===== src/logic/sfir_pkg.sv =====
// default widths, tap count, buffer depths and coefficient set of the FIR filter.

package sfir_pkg;

    // the impulse response is twice as long as the number of unique coefficients.
    localparam int SFIR_TAP_NUM = 8;

    localparam int SFIR_DATA_WIDTH = 16;
    localparam int SFIR_COEF_WIDTH = 16;

    // one bit for the pre-adder and log2 of the tap count for the cascade sum.
    localparam int SFIR_ACC_WIDTH = SFIR_DATA_WIDTH + SFIR_COEF_WIDTH + 1 + $clog2(SFIR_TAP_NUM);

    // the input depth is also the number of credits the sender holds after reset.
    localparam int SFIR_IN_DEPTH = 4;
    localparam int SFIR_OUT_DEPTH = 4;

    // the first half of a symmetric low-pass response ends with the centre taps.
    localparam int SFIR_COEF [0:SFIR_TAP_NUM-1] = '{
        -142,
        310,
        -604,
        1021,
        -1688,
        2890,
        -5470,
        16384
    };

endpackage


===== src/logic/sfir_input_buffer.sv =====
// credit-issuing sample FIFO that feeds the filter pipeline.
`timescale 1ns/1ns

module sfir_input_buffer #(
    parameter int IN_DEPTH   = sfir_pkg::SFIR_IN_DEPTH,
    parameter int DATA_WIDTH = sfir_pkg::SFIR_DATA_WIDTH
) (
    input  logic                         clk_i,
    input  logic                         arst_n_i,
    input  logic                         in_valid_i,
    input  logic signed [DATA_WIDTH-1:0] in_data_i,
    output logic                         in_credit_o,
    input  logic                         step_i,
    output logic                         smp_avail_o,
    output logic signed [DATA_WIDTH-1:0] smp_data_o
);

    localparam int PTR_W = (IN_DEPTH > 1) ? $clog2(IN_DEPTH) : 1;
    localparam int CNT_W = $clog2(IN_DEPTH + 1);

    logic signed [DATA_WIDTH-1:0] mem [IN_DEPTH];
    logic [PTR_W-1:0] wr_ptr_q;
    logic [PTR_W-1:0] rd_ptr_q;
    logic [CNT_W-1:0] cnt_q;
    logic             credit_q;
    logic             pop;

    assign pop         = step_i && smp_avail_o;
    assign smp_avail_o = (cnt_q != '0);
    assign smp_data_o  = mem[rd_ptr_q];
    assign in_credit_o = credit_q;

    always_ff @(posedge clk_i) begin
        if (in_valid_i) begin
            mem[wr_ptr_q] <= in_data_i;
        end
    end

    always_ff @(posedge clk_i or negedge arst_n_i) begin
        if (!arst_n_i) begin
            wr_ptr_q <= '0;
            rd_ptr_q <= '0;
            cnt_q    <= '0;
            credit_q <= 1'b0;
        end else begin
            if (in_valid_i) begin
                wr_ptr_q <= (wr_ptr_q == PTR_W'(IN_DEPTH - 1)) ? '0 : wr_ptr_q + 1'b1;
            end
            if (pop) begin
                rd_ptr_q <= (rd_ptr_q == PTR_W'(IN_DEPTH - 1)) ? '0 : rd_ptr_q + 1'b1;
            end
            case ({in_valid_i, pop})
                2'b10:   cnt_q <= cnt_q + 1'b1;
                2'b01:   cnt_q <= cnt_q - 1'b1;
                default: cnt_q <= cnt_q;
            endcase
            // every sample that leaves the FIFO hands one credit back.
            credit_q <= pop;
        end
    end

    // a sender that respects its credits never finds the FIFO full.
    a_no_overflow : assert property (
        @(posedge clk_i) disable iff (!arst_n_i)
        in_valid_i |-> (int'(cnt_q) < IN_DEPTH)
    ) else $error("sample arrived with the input FIFO full, sender has no credit");

endmodule


===== src/logic/sfir_delay_line.sv =====
// step-enabled shift register that supplies the folded sample to all taps.
`timescale 1ns/1ns

module sfir_delay_line #(
    parameter int TAP_NUM    = sfir_pkg::SFIR_TAP_NUM,
    parameter int DATA_WIDTH = sfir_pkg::SFIR_DATA_WIDTH
) (
    input  logic                         clk_i,
    input  logic                         arst_n_i,
    input  logic                         step_i,
    input  logic signed [DATA_WIDTH-1:0] data_i,
    output logic signed [DATA_WIDTH-1:0] folded_o
);

    // two skew registers per tap plus the extra stage in front of the pre-adder.
    localparam int DEPTH = 2 * TAP_NUM + 1;

    logic signed [DATA_WIDTH-1:0] sr_q [DEPTH];

    always_ff @(posedge clk_i or negedge arst_n_i) begin
        if (!arst_n_i) begin
            for (int i = 0; i < DEPTH; i++) begin
                sr_q[i] <= '0;
            end
        end else if (step_i) begin
            sr_q[0] <= data_i;
            for (int i = 1; i < DEPTH; i++) begin
                sr_q[i] <= sr_q[i-1];
            end
        end
    end

    assign folded_o = sr_q[DEPTH-1];

endmodule


===== src/logic/sfir_tap.sv =====
// systolic tap with data skew, pre-adder, coefficient multiplier and cascade adder.
`timescale 1ns/1ns

module sfir_tap #(
    parameter int DATA_WIDTH = sfir_pkg::SFIR_DATA_WIDTH,
    parameter int COEF_WIDTH = sfir_pkg::SFIR_COEF_WIDTH,
    parameter int ACC_WIDTH  = sfir_pkg::SFIR_ACC_WIDTH,
    parameter int COEF_VAL   = sfir_pkg::SFIR_COEF[0]
) (
    input  logic                         clk_i,
    input  logic                         arst_n_i,
    input  logic                         step_i,
    input  logic signed [DATA_WIDTH-1:0] data_i,
    input  logic signed [DATA_WIDTH-1:0] folded_i,
    input  logic signed [ACC_WIDTH-1:0]  casc_i,
    output logic signed [DATA_WIDTH-1:0] data_o,
    output logic signed [ACC_WIDTH-1:0]  casc_o
);

    localparam int PRE_W  = DATA_WIDTH + 1;
    localparam int PROD_W = PRE_W + COEF_WIDTH;
    localparam logic signed [COEF_WIDTH-1:0] COEF_S = COEF_WIDTH'(COEF_VAL);

    logic signed [DATA_WIDTH-1:0] d1_q;
    logic signed [DATA_WIDTH-1:0] d2_q;
    logic signed [PRE_W-1:0]      pre_q;
    logic signed [PROD_W-1:0]     prod_q;
    logic signed [ACC_WIDTH-1:0]  casc_q;

    always_ff @(posedge clk_i or negedge arst_n_i) begin
        if (!arst_n_i) begin
            d1_q   <= '0;
            d2_q   <= '0;
            pre_q  <= '0;
            prod_q <= '0;
            casc_q <= '0;
        end else if (step_i) begin
            d1_q   <= data_i;
            d2_q   <= d1_q;
            // the folded sample is the mirrored partner of the skewed one.
            pre_q  <= PRE_W'(d2_q) + PRE_W'(folded_i);
            prod_q <= pre_q * COEF_S;
            casc_q <= casc_i + ACC_WIDTH'(prod_q);
        end
    end

    assign data_o = d2_q;
    assign casc_o = casc_q;

endmodule


===== src/logic/sfir_output_buffer.sv =====
// result FIFO with sink credit counter and pipeline advance control.
`timescale 1ns/1ns

module sfir_output_buffer #(
    parameter int OUT_DEPTH = sfir_pkg::SFIR_OUT_DEPTH,
    parameter int ACC_WIDTH = sfir_pkg::SFIR_ACC_WIDTH
) (
    input  logic                        clk_i,
    input  logic                        arst_n_i,
    input  logic                        step_i,
    input  logic signed [ACC_WIDTH-1:0] result_i,
    output logic                        out_ready_o,
    input  logic                        out_credit_i,
    output logic                        out_valid_o,
    output logic signed [ACC_WIDTH-1:0] out_data_o
);

    localparam int PTR_W = (OUT_DEPTH > 1) ? $clog2(OUT_DEPTH) : 1;
    localparam int CNT_W = $clog2(OUT_DEPTH + 1);
    localparam int CR_W  = $clog2(2 * OUT_DEPTH + 2);

    logic signed [ACC_WIDTH-1:0] mem [OUT_DEPTH];
    logic [PTR_W-1:0] wr_ptr_q;
    logic [PTR_W-1:0] rd_ptr_q;
    logic [CNT_W-1:0] cnt_q;
    logic [CR_W-1:0]  cr_q;
    logic             push_q;

    // the chain result settles one cycle after the step that produced it.
    assign out_ready_o = (int'(cnt_q) + int'(push_q)) < OUT_DEPTH;
    assign out_valid_o = (cnt_q != '0) && (cr_q != '0);
    assign out_data_o  = mem[rd_ptr_q];

    always_ff @(posedge clk_i) begin
        if (push_q) begin
            mem[wr_ptr_q] <= result_i;
        end
    end

    always_ff @(posedge clk_i or negedge arst_n_i) begin
        if (!arst_n_i) begin
            push_q   <= 1'b0;
            wr_ptr_q <= '0;
            rd_ptr_q <= '0;
            cnt_q    <= '0;
            cr_q     <= '0;
        end else begin
            push_q <= step_i;
            if (push_q) begin
                wr_ptr_q <= (wr_ptr_q == PTR_W'(OUT_DEPTH - 1)) ? '0 : wr_ptr_q + 1'b1;
            end
            if (out_valid_o) begin
                rd_ptr_q <= (rd_ptr_q == PTR_W'(OUT_DEPTH - 1)) ? '0 : rd_ptr_q + 1'b1;
            end
            case ({push_q, out_valid_o})
                2'b10:   cnt_q <= cnt_q + 1'b1;
                2'b01:   cnt_q <= cnt_q - 1'b1;
                default: cnt_q <= cnt_q;
            endcase
            case ({out_credit_i, out_valid_o})
                2'b10:   cr_q <= cr_q + 1'b1;
                2'b01:   cr_q <= cr_q - 1'b1;
                default: cr_q <= cr_q;
            endcase
        end
    end

    // out_ready_o one cycle earlier must have left room for this push.
    a_no_overflow : assert property (
        @(posedge clk_i) disable iff (!arst_n_i)
        push_q |-> (int'(cnt_q) < OUT_DEPTH)
    ) else $error("result pushed into a full output FIFO");

    // the sink grants credits only for slots it has free on its side.
    a_credit_bound : assert property (
        @(posedge clk_i) disable iff (!arst_n_i)
        int'(cr_q) <= OUT_DEPTH + int'(cnt_q) + int'(push_q)
    ) else $error("sink granted more output credits than it can hold");

endmodule


===== src/logic/sfir_top.sv =====
// credit-controlled even-symmetric systolic FIR with buffers, delay line and tap chain.
`timescale 1ns/1ns

module sfir_top #(
    parameter int TAP_NUM              = sfir_pkg::SFIR_TAP_NUM,
    parameter int DATA_WIDTH           = sfir_pkg::SFIR_DATA_WIDTH,
    parameter int COEF_WIDTH           = sfir_pkg::SFIR_COEF_WIDTH,
    parameter int ACC_WIDTH            = sfir_pkg::SFIR_ACC_WIDTH,
    parameter int IN_DEPTH             = sfir_pkg::SFIR_IN_DEPTH,
    parameter int OUT_DEPTH            = sfir_pkg::SFIR_OUT_DEPTH,
    parameter int COEF [0:TAP_NUM-1]   = sfir_pkg::SFIR_COEF
) (
    input  logic                         clk_i,
    input  logic                         arst_n_i,
    input  logic                         in_valid_i,
    input  logic signed [DATA_WIDTH-1:0] in_data_i,
    output logic                         in_credit_o,
    output logic                         out_valid_o,
    output logic signed [ACC_WIDTH-1:0]  out_data_o,
    input  logic                         out_credit_i
);

    if ((TAP_NUM % 2) != 0) begin : g_tap_num_err
        $error("TAP_NUM must be even");
    end

    logic                         smp_avail;
    logic signed [DATA_WIDTH-1:0] smp_data;
    logic                         out_ready;
    logic                         step;
    logic signed [DATA_WIDTH-1:0] folded_data;
    logic signed [DATA_WIDTH-1:0] tap_data [TAP_NUM];
    logic signed [ACC_WIDTH-1:0]  tap_casc [TAP_NUM+1];

    // the whole pipeline moves only when a sample is there and the result has room.
    assign step        = smp_avail && out_ready;
    assign tap_data[0] = smp_data;
    assign tap_casc[0] = '0;

    sfir_input_buffer #(
        .IN_DEPTH  (IN_DEPTH),
        .DATA_WIDTH(DATA_WIDTH)
    ) u_input_buffer (
        .clk_i      (clk_i),
        .arst_n_i   (arst_n_i),
        .in_valid_i (in_valid_i),
        .in_data_i  (in_data_i),
        .in_credit_o(in_credit_o),
        .step_i     (step),
        .smp_avail_o(smp_avail),
        .smp_data_o (smp_data)
    );

    sfir_delay_line #(
        .TAP_NUM   (TAP_NUM),
        .DATA_WIDTH(DATA_WIDTH)
    ) u_delay_line (
        .clk_i   (clk_i),
        .arst_n_i(arst_n_i),
        .step_i  (step),
        .data_i  (smp_data),
        .folded_o(folded_data)
    );

    for (genvar i = 0; i < TAP_NUM; i++) begin : g_tap
        if (i < TAP_NUM - 1) begin : g_mid
            sfir_tap #(
                .DATA_WIDTH(DATA_WIDTH),
                .COEF_WIDTH(COEF_WIDTH),
                .ACC_WIDTH (ACC_WIDTH),
                .COEF_VAL  (COEF[i])
            ) u_tap (
                .clk_i   (clk_i),
                .arst_n_i(arst_n_i),
                .step_i  (step),
                .data_i  (tap_data[i]),
                .folded_i(folded_data),
                .casc_i  (tap_casc[i]),
                .data_o  (tap_data[i+1]),
                .casc_o  (tap_casc[i+1])
            );
        end else begin : g_last
            // only the cascade sum goes on from the last tap.
            sfir_tap #(
                .DATA_WIDTH(DATA_WIDTH),
                .COEF_WIDTH(COEF_WIDTH),
                .ACC_WIDTH (ACC_WIDTH),
                .COEF_VAL  (COEF[i])
            ) u_tap (
                .clk_i   (clk_i),
                .arst_n_i(arst_n_i),
                .step_i  (step),
                .data_i  (tap_data[i]),
                .folded_i(folded_data),
                .casc_i  (tap_casc[i]),
                .data_o  (),
                .casc_o  (tap_casc[i+1])
            );
        end
    end

    sfir_output_buffer #(
        .OUT_DEPTH(OUT_DEPTH),
        .ACC_WIDTH(ACC_WIDTH)
    ) u_output_buffer (
        .clk_i       (clk_i),
        .arst_n_i    (arst_n_i),
        .step_i      (step),
        .result_i    (tap_casc[TAP_NUM]),
        .out_ready_o (out_ready),
        .out_credit_i(out_credit_i),
        .out_valid_o (out_valid_o),
        .out_data_o  (out_data_o)
    );

endmodule


===== config.mk =====
export PLATFORM = sky130hd
export DESIGN_NAME = sfir_top
export DESIGN_NICKNAME = d
export VERILOG_FILES = /design/src/logic/sfir_pkg.sv /design/src/logic/sfir_input_buffer.sv /design/src/logic/sfir_delay_line.sv /design/src/logic/sfir_tap.sv /design/src/logic/sfir_output_buffer.sv /design/src/logic/sfir_top.sv
export SDC_FILE = /design/constraint.sdc
export NUM_CORES = 2
export LEC_CHECK = 0
export BUFFER_PORTS_ARGS = -buffer_cell sky130_fd_sc_hd__buf_2
export CORE_AREA = 8 8 383 385
export CTS_CLUSTER_SIZE = 12
export DETAILED_ROUTE_END_ITERATION = 10
export DIE_AREA = 0 0 391 393
export GPL_TIMING_DRIVEN = 0
export PLACE_DENSITY = 0.79
export SLEW_MARGIN = 20
export SYNTH_ARGS = -nofsm -noshare
export SYNTH_HDL_FRONTEND = slang
export SYNTH_SLANG_ARGS = --single-unit

===== constraint.sdc =====
create_clock -name clk_i -period 5.2 [get_ports clk_i]
set_input_delay 0.52 -clock clk_i [delete_from_list [all_inputs] [get_ports clk_i]]
set_output_delay 0.52 -clock clk_i [all_outputs]
set_load 0.02 [all_outputs]

==> impl_results.md <==
- Fmax: 179.0 MHz
- Initial core utilization: 55.68%
- Max Cap Violations: 0
- Pin count of the biggest net entering global routing: 145
- Worst setup margin: -0.3853 ns
- Async SR Flop Fraction: 81.24%
- GP Congestion: 0.9591
- Setup violators final: 12
- Detailed-placement wirelength estimate: 163,200 um
- Worst setup SP type: register
- Clock root buffer: clkbuf_16
- Fill cells: 11.17k
- Port Buffers: 57
- Antenna violations before repair: 4
- Area delta synth->final: 11.98%
- Yosys cell types: 79
- Syn Area/Cell: 9.718 sq um
- Routed WL per cell: 21.27 um
- Clk_skew: 0.06851 ns
- Status: finished, violations left
- Post-Synth Adder-Cell Area: 26.49%
- First-pass GRT wire length: 336,200 um
- Final hold vios: 0
- Yosys reg bits: 1,109
- Seq/Total Area, Yosys: 36.79%
- Post-synthesis mux area share: 1.872%
- Via count of the first global-routing pass: 60.37k
- Max Fanout on Critical Path: 4
- Post-DP Area: 0.08130 sq mm
- Gr usage total: 27.80%
- Total Nets Final: 9,780
- Htree depth: 3
- Total area of sequential cells: 0.02886 sq mm
- Full die area: 0.1537 sq mm
- Ys Warns: 0
- Critical path cell sequence: inv_4 -> fa_2 -> inv_2 -> fa_1 -> fa_1 -> fa_1 -> inv_1 -> fa_1 -> inv_2 -> ha_4 -> nand3_4 -> nor2_4 -> a31oi_4 -> a311oi_2 -> a41o_1 -> a211oi_2 -> o21a_1 -> buf_6 -> o21bai_1 -> a21o_1 -> xnor2_1 -> o21ai_1
- Clock transition at the registers of the reported paths: 0.07 ns
- Setup Total Neg Slack: -1.793 ns
- Multi-input logic area: 0.04682 sq mm
- Finished Cell Area: 0.08764 sq mm
- Xor/xnor cell area share of the yosys netlist: 5.025%
- Synth Flop Type: dfrtp_1
- Most frequent cells after synthesis: nand2_1, ha_1, dfrtp_1
- Residual DRC: 0
- Most frequent CP cell: fa_1
- Die span in y: 393 um
- DRT met1 WL: 86,790 um
- Largest cells by area after synthesis: dfrtp_1, ha_1, fa_1
- Area leader, netlist: dfrtp_1
- CP Data Arrival Time: 6.18 ns
- Worst Tran Pin Value: 1.222 ns
- Fin. max-slew vios: 0
- Post-route ant nets: 0
- RSZ-0062 raised after global routing: true
- CP Data Required Time: 5.80 ns
- Compound-cell area share of the yosys netlist: 11.98%
- Max stage delay cell, worst path: fa_2
- Headroom to the max-slew limit: 18.51%
- Clock Tree Buf Depth: 3
- DR iter-0 viols: 4,875
- Overall die width: 391 um
- CP endpoint kind: register
- DRT Pass-1 Iters: 6
- CP Class: register to register
- Met2 WL post-DR: 103,100 um
- Via count: 60.03k
- Mapped Nets: 9,476
- Routed wl met3: 16,310 um
- Yosys top cell area share: 28.81%
- WL final: 219,900 um
- Share of cells above drive strength 1: 8.513%
- CTS Buf Count: 115
- Vias/cell: 5.806
- Main combinational cell family by area after synthesis: adder cells
- Final min period: 5.585 ns
- Worst-Skew Late Latency: 0.78 ns
- Gr ovfl total: 0
- Largest stage delay, worst path: 0.61 ns
- CTS sink count: 1,109
- Cell area after synthesis: 0.07826 sq mm
- Hold_ws: 0.04281 ns
- Number of flops mapped to enable cells by yosys: 208
- Cells after Synth: 8,053
- Top layer in use: met5
- Final period utilization: 107.4%
- HP Class: primary input to register
- Row count: 138
- CTS tree: yes
- Simple-gate share of the synthesized area: 12.52%
- I/O pin total: 58
- Failing checks: negative setup slack
- Most numerous cell in the Yosys netlist: nand2_1
- Core area: 0.1406 sq mm
==> layer usage <==
layer,vias to the layer above,track usage (%)
li1,27575,-
met1,29744,35.04
met2,2095,46.02
met3,614,5.329
met4,2,13.90
met5,-,0
==> logic make-up (layout without fill, tap and decap cells) <==
logic type	Yosys count	count (layout)
adders and majority gates	1403	1403
xor gates and xnor gates	449	449
buffers and inverters	1110	1503
DFF	1109	1109
muxes	79	79
and+or+nand+nor	2349	2349
other	0	4
AOI/OAI and AO/OA	1554	1554
==> cells in the final DEF (no fill, tap or decap), drive strengths merged, types with 9 or more instances in the layout <==
master / count
nor2: 152
nand3: 75
edfxtp: 208
a31o: 9
o41ai: 10
o2111ai: 9
a41oi: 17
a21o: 209
fa: 423
nand2b: 64
mux2: 19
a31oi: 48
o21ai: 660
mux4: 52
nand4: 30
nor3: 67
buf: 180
dlygate4sd3: 17
nand2: 1765
o21a: 37
ha: 980
a21boi: 18
o21bai: 38
o211ai: 15
a21oi: 326
and2: 31
xor2: 205
dfrtp: 901
or3: 30
or2: 14
a211oi: 35
clkinv: 17
a211o: 12
nor2b: 55
and3: 29
inv: 879
clkbuf: 403
xnor2: 244
o311a: 9
o31ai: 36
==> critical path: cells and delay by family (launching register included) <==
| family | cells | cell delay, ns |
|---|---|---|
| flops | 1 | 0.48 |
| simple gates | 2 | 0.21 |
| xor+xnor | 1 | 0.12 |
| fa+ha+maj | 6 | 2.85 |
| compound gates | 8 | 1.38 |
| buf+inv | 5 | 0.34 |
==> stage by stage <==
step           setup slack [ns]  std cells  utilization [%]
3_3_place_gp             -16.80      10000            57.59
4_1_cts                 -0.3531      10306            61.63
3_5_place_dp            -0.9358      10013            57.85
2_1_floorplan          0.005091       8053                -
6_report                -0.3853      10340            62.35
5_1_grt                 -0.5335      10336            62.35
==> area by class of cell <==
class	count	share of cell area (%)
inverter	878	3.770
tap	1890	2.698
antenna	4	0.01142
buffer	230	1.022
clock inverter	25	0.4354
timing repair buffer	189	1.815
multi-input combinational	5834	53.43
sequential	1109	32.93
clock buffer	181	3.892
==> path summary, 6_finish.rpt <==
check                                                   start                               to  slack, ns  depth (start not counted)
worst max-delay path            g_tap[3].g_mid.u_tap.pre_q[6]  g_tap[3].g_mid.u_tap.prod_q[25]      -0.39                         22
worst min-delay path                               in_valid_i       u_input_buffer.wr_ptr_q[0]       0.04                          2
worst max register to register  g_tap[3].g_mid.u_tap.pre_q[6]  g_tap[3].g_mid.u_tap.prod_q[25]      -0.39                         22
worst min register to register   g_tap[2].g_mid.u_tap.d1_q[0]   g_tap[2].g_mid.u_tap.data_o[0]       0.46                          2
max in group asynchronous                            arst_n_i    g_tap[0].g_mid.u_tap.pre_q[4]       2.80                          5
min in group asynchronous                            arst_n_i  g_tap[3].g_mid.u_tap.casc_o[26]       0.30                          2
==> registers in the layout, summed over array words and instances, names as in the netlist, 3 cells and up <==
register and count:
g_tap.g_mid.u_tap.casc_o 231, g_tap.g_mid.u_tap.prod_q 190, u_output_buffer.mem 144, g_tap.g_mid.u_tap.pre_q 119, g_tap.g_mid.u_tap.data_o 112, g_tap.g_mid.u_tap.d1_q 96
u_input_buffer.mem 64, g_tap.g_last.u_tap.casc_o 36, g_tap.g_last.u_tap.pre_q 17, g_tap.g_last.u_tap.prod_q 17, g_tap.g_last.u_tap.d1_q 16, g_tap.g_last.u_tap.data_o 16
u_delay_line.folded_o 16, u_delay_line.sr_q 16, u_output_buffer.cr_q 4, u_input_buffer.cnt_q 3, u_output_buffer.cnt_q 3
==> what timing repair did <==
item,CTS,global route
setup buffers,71,32
endpoints found under the hold margin,144,0
gates resized for setup,176,143
hold buffers,17,0
pin swaps,70,83
setup endpoints to repair,32,41
Power is not shown: default switching activity piles up to over one toggle a cycle in this logic, so the estimate is an artifact.
